## src/hw/isaPkg.sv

```systemverilog
// ISA definitions for the 16-bit load/store CPU
// Data width, opcode map and branch condition codes
`default_nettype none

package isaPkg;

    localparam int dataWidth = 16;    // Data and address width

    typedef enum logic [3:0] {
        ADD, SUB, XOR, RED,           // Arithmetic and logic
        SLL, SRA, ROR, PADDSB,        // Shifts and packed add
        LW, SW, LLB, LHB,             // Memory and byte loads
        B, BR, PCS, HLT               // Control flow
    } opcodeT;

    typedef enum logic [2:0] {
        NEQ, EQ, GT, LT,
        GTE, LTE, OVFL, UNCOND        // Condition field of B and BR
    } condT;

endpackage

`default_nettype wire
```

## src/hw/predictPkg.sv

```systemverilog
// Predictor table types
// Entry formats and reset values of the BHT and BTB
`default_nettype none

package predictPkg;

    typedef logic [1:0] counterT;                        // 2-bit saturating counter
    typedef logic [isaPkg::dataWidth-1:0] targetT;       // BTB entry

    localparam counterT counterReset = 2'b01;            // Weakly not taken
    localparam targetT targetReset = '0;

endpackage

`default_nettype wire

```

## src/hw/decodeSlice.sv

```systemverilog
// Decode and branch-resolution slice of the 16-bit CPU
// Joins fetch prediction, control, branch resolution and the ALU
`timescale 1ns/1ps
`default_nettype none

module decodeSlice #(
    parameter int indexBits = 3   // BHT/BTB index width
) (
    input  logic                         clk,
    input  logic                         rstN,
    input  logic                         instrValid,
    input  logic [isaPkg::dataWidth-1:0] instr,
    input  logic [isaPkg::dataWidth-1:0] rsData,
    input  logic [isaPkg::dataWidth-1:0] rtData,
    output logic [isaPkg::dataWidth-1:0] fetchPc,
    output logic [isaPkg::dataWidth-1:0] aluResult,
    output logic                         zFlag,
    output logic                         nFlag,
    output logic                         vFlag,
    output logic                         regWrite,
    output logic                         memEnable,
    output logic                         memWrite,
    output logic                         memToReg,
    output logic                         regSrc,
    output logic                         halt,
    output logic                         pcs,
    output logic                         updatePc
);
    import isaPkg::*;

    logic [dataWidth-1:0] ifIdPc, ifIdPredTarget, actualTarget, redirectPc, aluOut;
    logic ifIdPredTaken, actualTaken;
    logic wenBtb, wenBht, aluSrc, zEn, nvEn;

    branchPredictor #(.indexBits(indexBits)) predictor (
        .clk, .rstN, .halt, .updatePc, .redirectPc, .wenBtb, .wenBht,
        .actualTaken, .actualTarget, .fetchPc, .ifIdPc, .ifIdPredTaken, .ifIdPredTarget
    );

    branchResolver resolver (
        .instr, .rsData, .ifIdPc, .zFlag, .nFlag, .vFlag, .actualTaken, .actualTarget
    );

    controlUnit control (
        .instrValid, .opcode(opcodeT'(instr[15:12])), .actualTaken,
        .predTaken(ifIdPredTaken), .predTarget(ifIdPredTarget), .actualTarget, .ifIdPc,
        .branch(), .wenBtb, .wenBht, .updatePc, .redirectPc, .aluSrc, .regSrc, .zEn, .nvEn,
        .memEnable, .memWrite, .regWrite, .memToReg, .halt, .pcs
    );

    aluFlags alu (
        .clk, .rstN, .instr, .rsData, .rtData, .aluSrc, .zEn, .nvEn,
        .aluResult(aluOut), .zFlag, .nFlag, .vFlag
    );

    assign aluResult = pcs ? ifIdPc + 16'd2 : aluOut;   // PCS returns the link address

endmodule

`default_nettype wire

```

## src/hw/controlUnit.sv

```systemverilog
// Control unit of the decode stage
// Decodes the opcode and judges the branch prediction against the outcome
`timescale 1ns/1ps
`default_nettype none

module controlUnit (
    input  logic                         instrValid,
    input  isaPkg::opcodeT               opcode,
    input  logic                         actualTaken,
    input  logic                         predTaken,
    input  logic [isaPkg::dataWidth-1:0] predTarget,
    input  logic [isaPkg::dataWidth-1:0] actualTarget,
    input  logic [isaPkg::dataWidth-1:0] ifIdPc,
    output logic                         branch,
    output logic                         wenBtb,
    output logic                         wenBht,
    output logic                         updatePc,
    output logic [isaPkg::dataWidth-1:0] redirectPc,
    output logic                         aluSrc,
    output logic                         regSrc,
    output logic                         zEn,
    output logic                         nvEn,
    output logic                         memEnable,
    output logic                         memWrite,
    output logic                         regWrite,
    output logic                         memToReg,
    output logic                         halt,
    output logic                         pcs
);
    import isaPkg::*;

    logic mispredicted;   // Direction guessed wrong
    logic targetWrong;    // BTB target differs from actual

    assign mispredicted = predTaken != actualTaken;
    assign targetWrong  = predTarget != actualTarget;
    assign redirectPc   = actualTaken ? actualTarget : ifIdPc + 16'd2;   // Fall-through when not taken

    always_comb begin
        aluSrc    = 1'b0;
        regSrc    = 1'b0;
        zEn       = 1'b0;
        nvEn      = 1'b0;
        memEnable = 1'b0;
        memWrite  = 1'b0;
        regWrite  = 1'b0;
        memToReg  = 1'b0;
        halt      = 1'b0;
        pcs       = 1'b0;
        branch    = 1'b0;
        wenBtb    = 1'b0;
        wenBht    = 1'b0;
        updatePc  = 1'b0;
        if (instrValid) begin   // Bubble keeps everything idle
            regWrite = 1'b1;
            case (opcode)
                ADD, SUB: begin
                    zEn  = 1'b1;
                    nvEn = 1'b1;
                end
                XOR: zEn = 1'b1;
                SLL, SRA, ROR: begin
                    aluSrc = 1'b1;   // Shift amount from immediate
                    zEn    = 1'b1;
                end
                LW: begin
                    aluSrc    = 1'b1;
                    memEnable = 1'b1;
                    memToReg  = 1'b1;
                end
                SW: begin
                    aluSrc    = 1'b1;
                    memEnable = 1'b1;
                    memWrite  = 1'b1;
                    regWrite  = 1'b0;
                end
                LLB, LHB: begin
                    aluSrc = 1'b1;
                    regSrc = 1'b1;   // rd read on the rs port
                end
                B, BR: begin
                    branch   = 1'b1;
                    regWrite = 1'b0;
                    wenBht   = 1'b1;          // Train direction on every branch
                    wenBtb   = actualTaken;
                    updatePc = mispredicted || (actualTaken && targetWrong);
                end
                PCS: pcs = 1'b1;
                HLT: begin
                    halt     = 1'b1;
                    regWrite = 1'b0;
                end
                default: ;   // RED and PADDSB need only regWrite
            endcase
        end
    end

endmodule

`default_nettype wire

```

## src/hw/aluFlags.sv

```systemverilog
// ALU with the Z, N and V flag registers
// Saturating arithmetic, shifts, PADDSB, address and byte-load forms
`timescale 1ns/1ps
`default_nettype none

module aluFlags (
    input  logic                         clk,
    input  logic                         rstN,
    input  logic [isaPkg::dataWidth-1:0] instr,
    input  logic [isaPkg::dataWidth-1:0] rsData,
    input  logic [isaPkg::dataWidth-1:0] rtData,
    input  logic                         aluSrc,
    input  logic                         zEn,
    input  logic                         nvEn,
    output logic [isaPkg::dataWidth-1:0] aluResult,
    output logic                         zFlag,
    output logic                         nFlag,
    output logic                         vFlag
);
    import isaPkg::*;

    opcodeT op;
    logic [dataWidth-1:0] immWord;    // Immediate shaped per opcode
    logic [dataWidth-1:0] opB;
    logic [dataWidth-1:0] sum;
    logic [dataWidth-1:0] diff;
    logic [3:0] shamt;
    logic overflow;                   // ADD or SUB saturated

    // Signed nibble add clamped to -8..7
    function automatic logic [3:0] satNibble(input logic [3:0] a, input logic [3:0] b);
        logic [3:0] s;
        s = a + b;
        if (!a[3] && !b[3] && s[3]) return 4'h7;
        if (a[3] && b[3] && !s[3]) return 4'h8;
        return s;
    endfunction

    assign op    = opcodeT'(instr[15:12]);
    assign shamt = opB[3:0];

    always_comb begin
        case (op)
            LW, SW:   immWord = {11'b0, instr[3:0], 1'b0};   // Word offset times 2
            LLB, LHB: immWord = {8'b0, instr[7:0]};
            default:  immWord = {12'b0, instr[3:0]};
        endcase
    end

    assign opB  = aluSrc ? immWord : rtData;
    assign sum  = rsData + opB;
    assign diff = rsData - opB;

    ////////////////////////////////////////
    // Result select
    ////////////////////////////////////////
    always_comb begin
        aluResult = '0;
        overflow  = 1'b0;
        case (op)
            ADD: begin
                overflow  = (rsData[15] == opB[15]) && (sum[15] != rsData[15]);
                aluResult = overflow ? (rsData[15] ? 16'h8000 : 16'h7FFF) : sum;
            end
            SUB: begin
                overflow  = (rsData[15] != opB[15]) && (diff[15] != rsData[15]);
                aluResult = overflow ? (rsData[15] ? 16'h8000 : 16'h7FFF) : diff;
            end
            XOR:    aluResult = rsData ^ opB;
            SLL:    aluResult = rsData << shamt;
            SRA:    aluResult = $signed(rsData) >>> shamt;
            ROR:    aluResult = 16'({rsData, rsData} >> shamt);   // Rotate through a doubled word
            PADDSB: begin
                for (int i = 0; i < 4; i++) begin
                    aluResult[4*i +: 4] = satNibble(rsData[4*i +: 4], opB[4*i +: 4]);
                end
            end
            LW, SW: aluResult = sum;                       // Effective address
            LLB:    aluResult = {rsData[15:8], opB[7:0]};
            LHB:    aluResult = {opB[7:0], rsData[7:0]};
            default: aluResult = '0;                        // RED and control ops
        endcase
    end

    ////////////////////////////////////////
    // Flags
    ////////////////////////////////////////
    always_ff @(posedge clk or negedge rstN) begin
        if (!rstN) begin
            zFlag <= 1'b0;
            nFlag <= 1'b0;
            vFlag <= 1'b0;
        end else begin
            if (zEn) zFlag <= (aluResult == '0);
            if (nvEn) begin
                nFlag <= aluResult[15];
                vFlag <= overflow;
            end
        end
    end

endmodule

`default_nettype wire

```

## src/hw/branchResolver.sv

```systemverilog
// Branch resolution
// Evaluates the condition field against the flags and forms the target
`timescale 1ns/1ps
`default_nettype none

module branchResolver (
    input  logic [isaPkg::dataWidth-1:0] instr,
    input  logic [isaPkg::dataWidth-1:0] rsData,
    input  logic [isaPkg::dataWidth-1:0] ifIdPc,
    input  logic                         zFlag,
    input  logic                         nFlag,
    input  logic                         vFlag,
    output logic                         actualTaken,
    output logic [isaPkg::dataWidth-1:0] actualTarget
);
    import isaPkg::*;

    condT cond;
    logic gtTrue;
    logic [dataWidth-1:0] offsetTarget;

    assign cond   = condT'(instr[11:9]);   // ccc field
    assign gtTrue = !zFlag && !nFlag;

    always_comb begin
        unique case (cond)
            NEQ:     actualTaken = !zFlag;
            EQ:      actualTaken = zFlag;
            GT:      actualTaken = gtTrue;
            LT:      actualTaken = nFlag;
            GTE:     actualTaken = gtTrue || zFlag;
            LTE:     actualTaken = nFlag || zFlag;
            OVFL:    actualTaken = vFlag;
            default: actualTaken = 1'b1;   // UNCOND
        endcase
    end

    // PC + 2 + signed 9-bit halfword offset
    assign offsetTarget = ifIdPc + 16'd2 + {{6{instr[8]}}, instr[8:0], 1'b0};
    assign actualTarget = (opcodeT'(instr[15:12]) == BR) ? rsData : offsetTarget;

endmodule

`default_nettype wire

```

## src/hw/branchPredictor.sv

```systemverilog
// Fetch PC with BHT/BTB prediction and the IF/ID register
// Trains the BHT counters and BTB targets from the resolved branch
`timescale 1ns/1ps
`default_nettype none

module branchPredictor #(
    parameter int indexBits = 3
) (
    input  logic                         clk,
    input  logic                         rstN,
    input  logic                         halt,
    input  logic                         updatePc,
    input  logic [isaPkg::dataWidth-1:0] redirectPc,
    input  logic                         wenBtb,
    input  logic                         wenBht,
    input  logic                         actualTaken,
    input  logic [isaPkg::dataWidth-1:0] actualTarget,
    output logic [isaPkg::dataWidth-1:0] fetchPc,
    output logic [isaPkg::dataWidth-1:0] ifIdPc,
    output logic                         ifIdPredTaken,
    output logic [isaPkg::dataWidth-1:0] ifIdPredTarget
);
    import predictPkg::*;

    counterT fetchCounter;    // BHT entry at fetchPc
    counterT ifIdCounter;     // Counter seen at fetch, kept for training
    counterT trainedCounter;
    targetT  btbTarget;
    targetT  nextPc;

    ////////////////////////////////////////
    // Tables
    ////////////////////////////////////////
    predictTable #(.indexBits(indexBits), .entryT(counterT), .resetValue(counterReset)) bht (
        .clk, .rstN,
        .rdIndex(fetchPc[indexBits:1]), .rdData(fetchCounter),   // Bit 0 is always zero
        .wen(wenBht), .wrIndex(ifIdPc[indexBits:1]), .wrData(trainedCounter)
    );

    predictTable #(.indexBits(indexBits), .entryT(targetT), .resetValue(targetReset)) btb (
        .clk, .rstN,
        .rdIndex(fetchPc[indexBits:1]), .rdData(btbTarget),
        .wen(wenBtb), .wrIndex(ifIdPc[indexBits:1]), .wrData(actualTarget)
    );

    // Saturating step toward the resolved direction
    always_comb begin
        trainedCounter = ifIdCounter;
        if (actualTaken && ifIdCounter != 2'b11) trainedCounter = ifIdCounter + 2'd1;
        if (!actualTaken && ifIdCounter != 2'b00) trainedCounter = ifIdCounter - 2'd1;
    end

    assign nextPc = fetchCounter[1] ? btbTarget : fetchPc + 16'd2;   // Upper bit predicts taken

    ////////////////////////////////////////
    // Fetch PC and IF/ID
    ////////////////////////////////////////
    always_ff @(posedge clk or negedge rstN) begin
        if (!rstN) begin
            fetchPc        <= '0;
            ifIdPc         <= '0;
            ifIdCounter    <= '0;
            ifIdPredTarget <= '0;
        end else begin
            if (updatePc) fetchPc <= redirectPc;   // Redirect beats halt
            else if (!halt) fetchPc <= nextPc;
            if (!halt) begin
                ifIdPc         <= fetchPc;
                ifIdCounter    <= fetchCounter;
                ifIdPredTarget <= btbTarget;
            end
        end
    end

    assign ifIdPredTaken = ifIdCounter[1];

    // Instructions are halfword aligned, so fetch never goes odd
    fetchPcEven: assert property (@(posedge clk) disable iff (!rstN) !fetchPc[0]);

endmodule

`default_nettype wire

```

## src/hw/predictTable.sv

```systemverilog
// Small direct-mapped predictor table
// Asynchronous read, synchronous write, reset to a fixed entry value
`timescale 1ns/1ps
`default_nettype none

module predictTable #(
    parameter int indexBits = 3,
    parameter type entryT = logic,
    parameter entryT resetValue = '0
) (
    input  logic                 clk,
    input  logic                 rstN,
    input  logic [indexBits-1:0] rdIndex,
    output entryT                rdData,
    input  logic                 wen,
    input  logic [indexBits-1:0] wrIndex,
    input  entryT                wrData
);

    entryT entries [2**indexBits];   // Table storage

    assign rdData = entries[rdIndex];   // Read in the fetch cycle

    always_ff @(posedge clk or negedge rstN) begin
        if (!rstN) begin
            for (int i = 0; i < 2**indexBits; i++) begin
                entries[i] <= resetValue;
            end
        end else if (wen) begin
            entries[wrIndex] <= wrData;   // Lands at the edge
        end
    end

    // A training write carries a resolved value
    wrDataKnown: assert property (@(posedge clk) disable iff (!rstN) wen |-> !$isunknown(wrData));

endmodule

`default_nettype wire

```

## config.mk

```make
export PLATFORM = sky130hd
export DESIGN_NAME = decodeSlice
export DESIGN_NICKNAME = d
export VERILOG_FILES = /design/src/hw/isaPkg.sv /design/src/hw/predictPkg.sv /design/src/hw/decodeSlice.sv /design/src/hw/controlUnit.sv /design/src/hw/aluFlags.sv /design/src/hw/branchResolver.sv /design/src/hw/branchPredictor.sv /design/src/hw/predictTable.sv
export SDC_FILE = /design/constraint.sdc
export NUM_CORES = 1
export LEC_CHECK = 0
export ABC_AREA = 1
export BUFFER_PORTS_ARGS = -buffer_cell sky130_fd_sc_hd__buf_2
export CORE_MARGIN = 3
export CORE_UTILIZATION = 55
export CTS_CLUSTER_DIAMETER = 120
export DETAILED_ROUTE_END_ITERATION = 8
export PLACE_DENSITY = 0.73
export SYNTH_ARGS = -nofsm -noshare
export SYNTH_HDL_FRONTEND = slang
export SYNTH_HIERARCHICAL = 1
export SYNTH_SLANG_ARGS = --single-unit
```

## constraint.sdc

```tcl
create_clock -name clk -period 7.1 [get_ports clk]
set_clock_uncertainty 0.2 [all_clocks]
set_input_delay 1.065 -clock clk [delete_from_list [all_inputs] [get_ports clk]]
set_output_delay 1.065 -clock clk [all_outputs]
set_load 0.05 [all_outputs]
```

==> flow_metrics.tcl, run 1 <==
set metrics [dict create \
    outcome "finished, final reports clean" \
    start_util_pct 55.9 \
    vias 19423 \
    synth_adder_area_share_pct 5.42 \
    setup_ws_ns 0.371 \
    synth_top_family_by_area "simple AND/OR/NAND/NOR gates" \
    via_per_inst 5.73 \
    final_common_cell "nand2_1" \
    synth-xor-area-share_pct 1.78 \
    synth_warnings 6 \
    grtUsageTotal_pct 37.8 \
    clock.fmax_mhz 149 \
    dp_hpwl_mm 49.1 \
    end_kind "output pin" \
    dr.first_iter.drc_count 2137 \
    finalNonFillerCells 3387 \
    antenna_found_initial 0 \
    min_path_type "reg -> reg" \
    syn2layout_area_growth_pct 8.13 \
    dieArea_um2 34300 \
    syn_nets 3040 \
    worstHoldStart "predictor/bht/entries[10]" \
    post-place-cells 3349 \
    fin_nets 3096 \
    yosysTopAreaCell "dfrtp_1" \
    n_antenna_cell 0 \
    numClockSinks 197 \
    critPathArrivalTime_ns 5.46 \
    drive_above_1_share_pct 10.4 \
    clkTransAtPathRegs_ns 0.07 \
    gp_congestion 1.05 \
    die_h_um 185 \
    path_class "in -> out" \
    tightest_slew_ns 1.26 \
    cap_violations 0 \
    grt_max_degree 105 \
    clockRootBuffer "clkbuf_16" \
    ir_drop_uv 282 \
    min_path_cells 2 \
    finalSetupViolCount 0 \
    fin_crit_ns 6.73 \
    wl_per_cell_um 19.3 \
    syn_avg_cell_area_um2 6.06 \
    h-tree-depth 4 \
    finalHoldViolations 0 \
    cellPowerDensity_nw_per_um2 401 \
    clk_path_buf_depth 2 \
    r2r-end "predictor/fetchPc[14]" \
    worstSetupStartpoint "instr[15]" \
    p_leak_nw 10.3 \
    holdPathEnd "predictor/bht/entries[10]" \
    pre_cts_ws_ns 0.0927 \
    ios 94 \
    num_rows 65 \
    core_area_um2 31600 \
    ys_types 53 \
    slew_violations 0 \
    clk_latency_ns 0.46 \
    port_buffers 93 \
    rr_startpoint "predictor/ifIdPc[3]" \
    reg2reg_slack_ns 2.31 \
    synthCells 2916 \
    yosys-top-cells-area "dfrtp_1 (27%), nand2_1 (23%), inv_1 (8.8%), nand3_1 (8.5%), ha_1 (4.7%)" \
    drt_first_pass_iters 6 \
    cpPeakStageDelay_ns 0.48 \
    tritoncts "built" \
    synth_edf_count 0 \
    synthArstFlopShare_pct 100 \
    grt_pass1_vias 17650 \
    critPathLaunchType "primary input" \
    wirelength_mm 65.2 \
    drc 0 \
    max_slew_margin_pct 15.9 \
    nFillCells 3134 \
    die_w_um 185 \
    synth_top_area_share_pct 26.8 \
    grt_pass1_wl_mm 99.3 \
    synth-compound-area-share_pct 11.6 \
    final.period_utilization_pct 94.8 \
    layout_common_cells "nand2_1 (1,100), inv_1 (415), nand3_1 (300)" \
    yosys.area_share.simple_pct 40.5 \
    path_common_cell "nand2_1" \
    synth_top_flop_cell "dfrtp_1" \
    synthMuxAreaShare_pct 0 \
    globalRouteOverflowTotal 0 \
    ys_seq_area_share_pct 28.0 \
    r2r_cells 19 \
    ant_nets 0 \
    cp_data_required_time_ns 5.83 \
    numCtsBuffers 17 \
    worst-path-max-fanout 8 \
    syn_area_um2 17700 \
    synth-seq-cells 197 \
    crit_slowest_cell "fa_1" \
]
## critical path: cells and delay by family
family	cells	cell delay [ns]
compound gates	5	0.91
fa+ha+maj	2	0.79
buf+inv	7	0.68
simple gates	20	2.03
## power breakdown
part	switching (mW)	internal [mW]	leakage [nW]	total (mW)
clock network	0.481	0.476	0.288	0.956
registers	0.439	1.63	2.52	2.07
logic	3.30	1.34	7.54	4.64
## synthesized netlist by cell type, types with 9 or more instances
| master | n |
|---|---|
| xor2_1 | 22 |
| inv_2 | 20 |
| nand3_1 | 301 |
| inv_1 | 416 |
| buf_2 | 62 |
| nand2_2 | 25 |
| o22ai_1 | 9 |
| buf_4 | 12 |
| dfrtp_1 | 189 |
| clkbuf_1 | 23 |
| nand3_2 | 11 |
| nor2_2 | 13 |
| nor2_1 | 152 |
| nand4_1 | 34 |
| nor3_1 | 11 |
| ha_1 | 67 |
| xnor2_1 | 14 |
| nand2_1 | 1104 |
| o21ai_1 | 78 |
| o21ai_0 | 167 |
| a21oi_1 | 78 |
| o211ai_1 | 11 |
## timing repair
| action | in CTS | in global routing |
|---|---|---|
| resized for setup | 0 | 21 |
| setup buffers | 0 | 6 |
| hold buffers | 0 | 0 |
| setup endpoints to repair | 0 | 14 |
## registers in the layout, summed over array words and instances, names as in the netlist
| register | count |
|---|---|
| predictor/btb/entries | 128 |
| predictor/bht/entries | 16 |
| predictor/fetchPc | 16 |
| predictor/ifIdPc | 16 |
| predictor/ifIdPredTarget | 16 |
| predictor/ifIdCounter | 2 |
| alu/nFlag | 1 |
| alu/vFlag | 1 |
| alu/zFlag | 1 |
## per-layer routing
layer | track usage, % | routed length (µm) | vias to the layer above | share of wire [%]
met3 | 9.11 | 7220 | 170 | 11
li1 | - | - | 9293 | -
met1 | 51.0 | 26400 | 8933 | 40
met2 | 57.7 | 28500 | 1027 | 44
met4 | 17.2 | 3160 | 0 | 4.8
met5 | 0 | 0 | - | 0
## cell type report
type | instances | area (µm²) | area share [%]
timing repair buffer | 146 | 890 | 4.66
multi-input combinational | 2171 | 10500 | 55.2
clock inverter | 14 | 143 | 0.747
inverter | 439 | 1650 | 8.64
sequential | 197 | 4940 | 25.9
tap | 402 | 503 | 2.63
clock buffer | 18 | 439 | 2.30
## per-stage QoR
step	TNS, ns	cell area, µm²	hold slack (ns)	total power [mW]	util (%)
2_1_floorplan	0	17700	0.249	5.16	-
5_1_grt	-0.0534	19100	0.294	8.32	60.4
3_5_place_dp	0	18400	0.267	6.56	58.2
3_3_place_gp	0	18400	0.260	6.46	58.2
6_report	0	19100	0.275	7.67	60.4
4_1_cts	0	19000	0.278	7.56	60.1
## cells by family after synthesis
kind of cell    Yosys count
compound gates          377
xor+xnor                 36
fa+ha+maj                73
buf+inv                 548
flops                   197
simple gates           1685
## worst max path at each step
| stage | endpoint | depth (start not counted) |
|---|---|---|
| 6_report | aluResult[7] | 34 |
| 5_1_grt | aluResult[5] | 36 |
| 4_1_cts | aluResult[5] | 36 |
| 3_5_place_dp | aluResult[5] | 36 |
| 3_3_place_gp | aluResult[5] | 36 |
| 2_1_floorplan | aluResult[5] | 36 |
Power figures use the tool's default switching activity.
==> run 2: changes to the inputs <==
- CORE_MARGIN: 3 -> 5
==> run 2 against run 1 <==
Net effect:
- count of clock-buffer cells in the layout rose by 1
- register-to-register slack got worse by 0.06 ns
- first-iteration DRC count is 6.7% higher
- critical endpoint is now aluResult[14]
==> flow_metrics.tcl, run 2 (synthesis results as in run 1) <==
set metrics [dict create \
    finalSetupViolCount 0 \
    h-tree-depth 4 \
    clockRootBuffer "clkbuf_16" \
    grt_max_degree 165 \
    ios 94 \
    grt_pass1_vias 17645 \
    numCtsBuffers 17 \
    grtUsageTotal_pct 35.7 \
    dp_hpwl_mm 49.5 \
    path_common_cell "nand2_1" \
    path_class "in -> out" \
    critPathLaunchType "primary input" \
    postLayoutCoreUtil_pct 60.5 \
    worst-path-max-fanout 6 \
    largest_reg_flops 128 \
    cap_violations 0 \
    drive_above_1_share_pct 10.4 \
    gp_congestion 1.09 \
    final_common_cell "nand2_1" \
    drc 0 \
    die_w_um 189 \
    p_leak_nw 10.4 \
    die_h_um 189 \
    syn2layout_area_growth_pct 8.32 \
    clock.fmax_mhz 148 \
    finalHoldViolations 0 \
    tightest_slew_ns 1.17 \
    layout_common_cells "nand2_1 (1,099), inv_1 (414), nand3_1 (299)" \
    n_antenna_cell 0 \
    multi_input_area_um2 10600 \
    tritoncts "built" \
    clk_path_buf_depth 2 \
    min_path_type "reg -> reg" \
    dieArea_um2 35800 \
    core_area_um2 31600 \
    crit_slowest_cell "fa_1" \
    num_rows 65 \
    ir_drop_uv 384 \
    ant_nets 0 \
    drt_first_pass_iters 7 \
    nFillCells 3120 \
    cellPowerDensity_nw_per_um2 403 \
    fin_nets 3095 \
    cp_data_required_time_ns 5.83 \
    clk_latency_ns 0.45 \
    fin_crit_ns 6.76 \
    seq_area_um2 4940 \
    vias 19596 \
    dr.first_iter.drc_count 2281 \
    outcome "finished, final reports clean" \
    top_register "predictor/btb/entries" \
    slew_violations 0 \
    antenna_found_initial 0 \
    end_kind "output pin" \
    rsz0062_at_grt "false" \
    numClockSinks 197 \
    grt_pass1_wl_mm 100 \
    max_slew_margin_pct 21.6 \
    cpPeakStageDelay_ns 0.47 \
    critPathArrivalTime_ns 5.49 \
    start_util_pct 55.9 \
    via_per_inst 5.79 \
    final.period_utilization_pct 95.2 \
    fin_setup_tns_ns 0 \
    wl_per_cell_um 19.2 \
    port_buffers 93 \
    wirelength_mm 65.0 \
    globalRouteOverflowTotal 0 \
    clkTransAtPathRegs_ns 0.07 \
]
==> run 2: cell count changes in the layout (fill, tap and decap cells not counted), sizes merged <==
cell	previous run	this run
clkbuf	19	20
bufinv	0	2
clkinv	11	6
clkinvlp	0	1
buf	145	144
==> run 2: final timing paths <==
path / startpoint / end / slack [ns] / depth (start not counted)
min reg2reg: predictor/bht/entries[6] / predictor/bht/entries[6] / 0.28 / 2
max in group asynchronous: rstN / predictor/btb/entries[74] / 5.03 / 2
max reg2reg: predictor/ifIdPc[1] / predictor/fetchPc[8] / 2.25 / 22
max: instr[14] / aluResult[14] / 0.34 / 33
min: predictor/bht/entries[6] / predictor/bht/entries[6] / 0.28 / 2
min in group asynchronous: rstN / alu/vFlag / 0.32 / 1
==> run 2: layout make-up <==
cell class	count	share of cell area [%]
Timing Repair Buffer	145	4.60
Inverter	439	8.62
Tap cell	402	2.63
Clock inverter	12	0.843
Sequential cell	197	25.8
Clock buffer	19	2.37
Multi-Input combinational cell	2171	55.1
==> run 2: report_power, final <==
group | leakage [nW] | internal (mW) | total [mW] | switching [mW]
combinational | 7.54 | 1.33 | 4.63 | 3.29
clock | 0.299 | 0.550 | 1.01 | 0.462
sequential | 2.52 | 1.63 | 2.07 | 0.435
==> run 2: per-stage QoR <==
step / hold slack, ns / worst slack (ns) / instance area [µm²] / instances / total power, mW
4_1_cts: 0.284 / 0.187 / 19000 / 3378 / 7.62
3_3_place_gp: 0.259 / 0.312 / 18400 / 3347 / 6.45
2_1_floorplan: 0.249 / 0.495 / 17700 / 2916 / 5.16
6_report: 0.280 / 0.343 / 19100 / 3385 / 7.71
5_1_grt: 0.299 / 0.00225 / 19100 / 3385 / 8.34
3_5_place_dp: 0.268 / 0.204 / 18400 / 3347 / 6.56
==> run 2: layer usage <==
| metal | GRT usage (%) | wire length, µm | vias up |
|---|---|---|---|
| met5 | 0 | 0 | - |
| met4 | 12.4 | 2570 | 0 |
| met3 | 5.94 | 6630 | 154 |
| met2 | 55.9 | 28600 | 1048 |
| met1 | 50.3 | 27200 | 9113 |
| li1 | - | - | 9281 |
==> run 2: what timing repair did <==
action,CTS,global route
hold buffers,0,0
buffers inserted,0,7
endpoints found under the hold margin,0,0
endpoints found under the setup margin,0,11
resized for setup,0,19
==> run 2: critical path, delay by kind of cell <==
| family | cells | cell delay, ns |
|---|---|---|
| adders and majority gates | 2 | 0.67 |
| AOI/OAI and AO/OA | 4 | 0.75 |
| and+or+nand+nor | 19 | 2.00 |
| buffers and inverters | 8 | 0.98 |
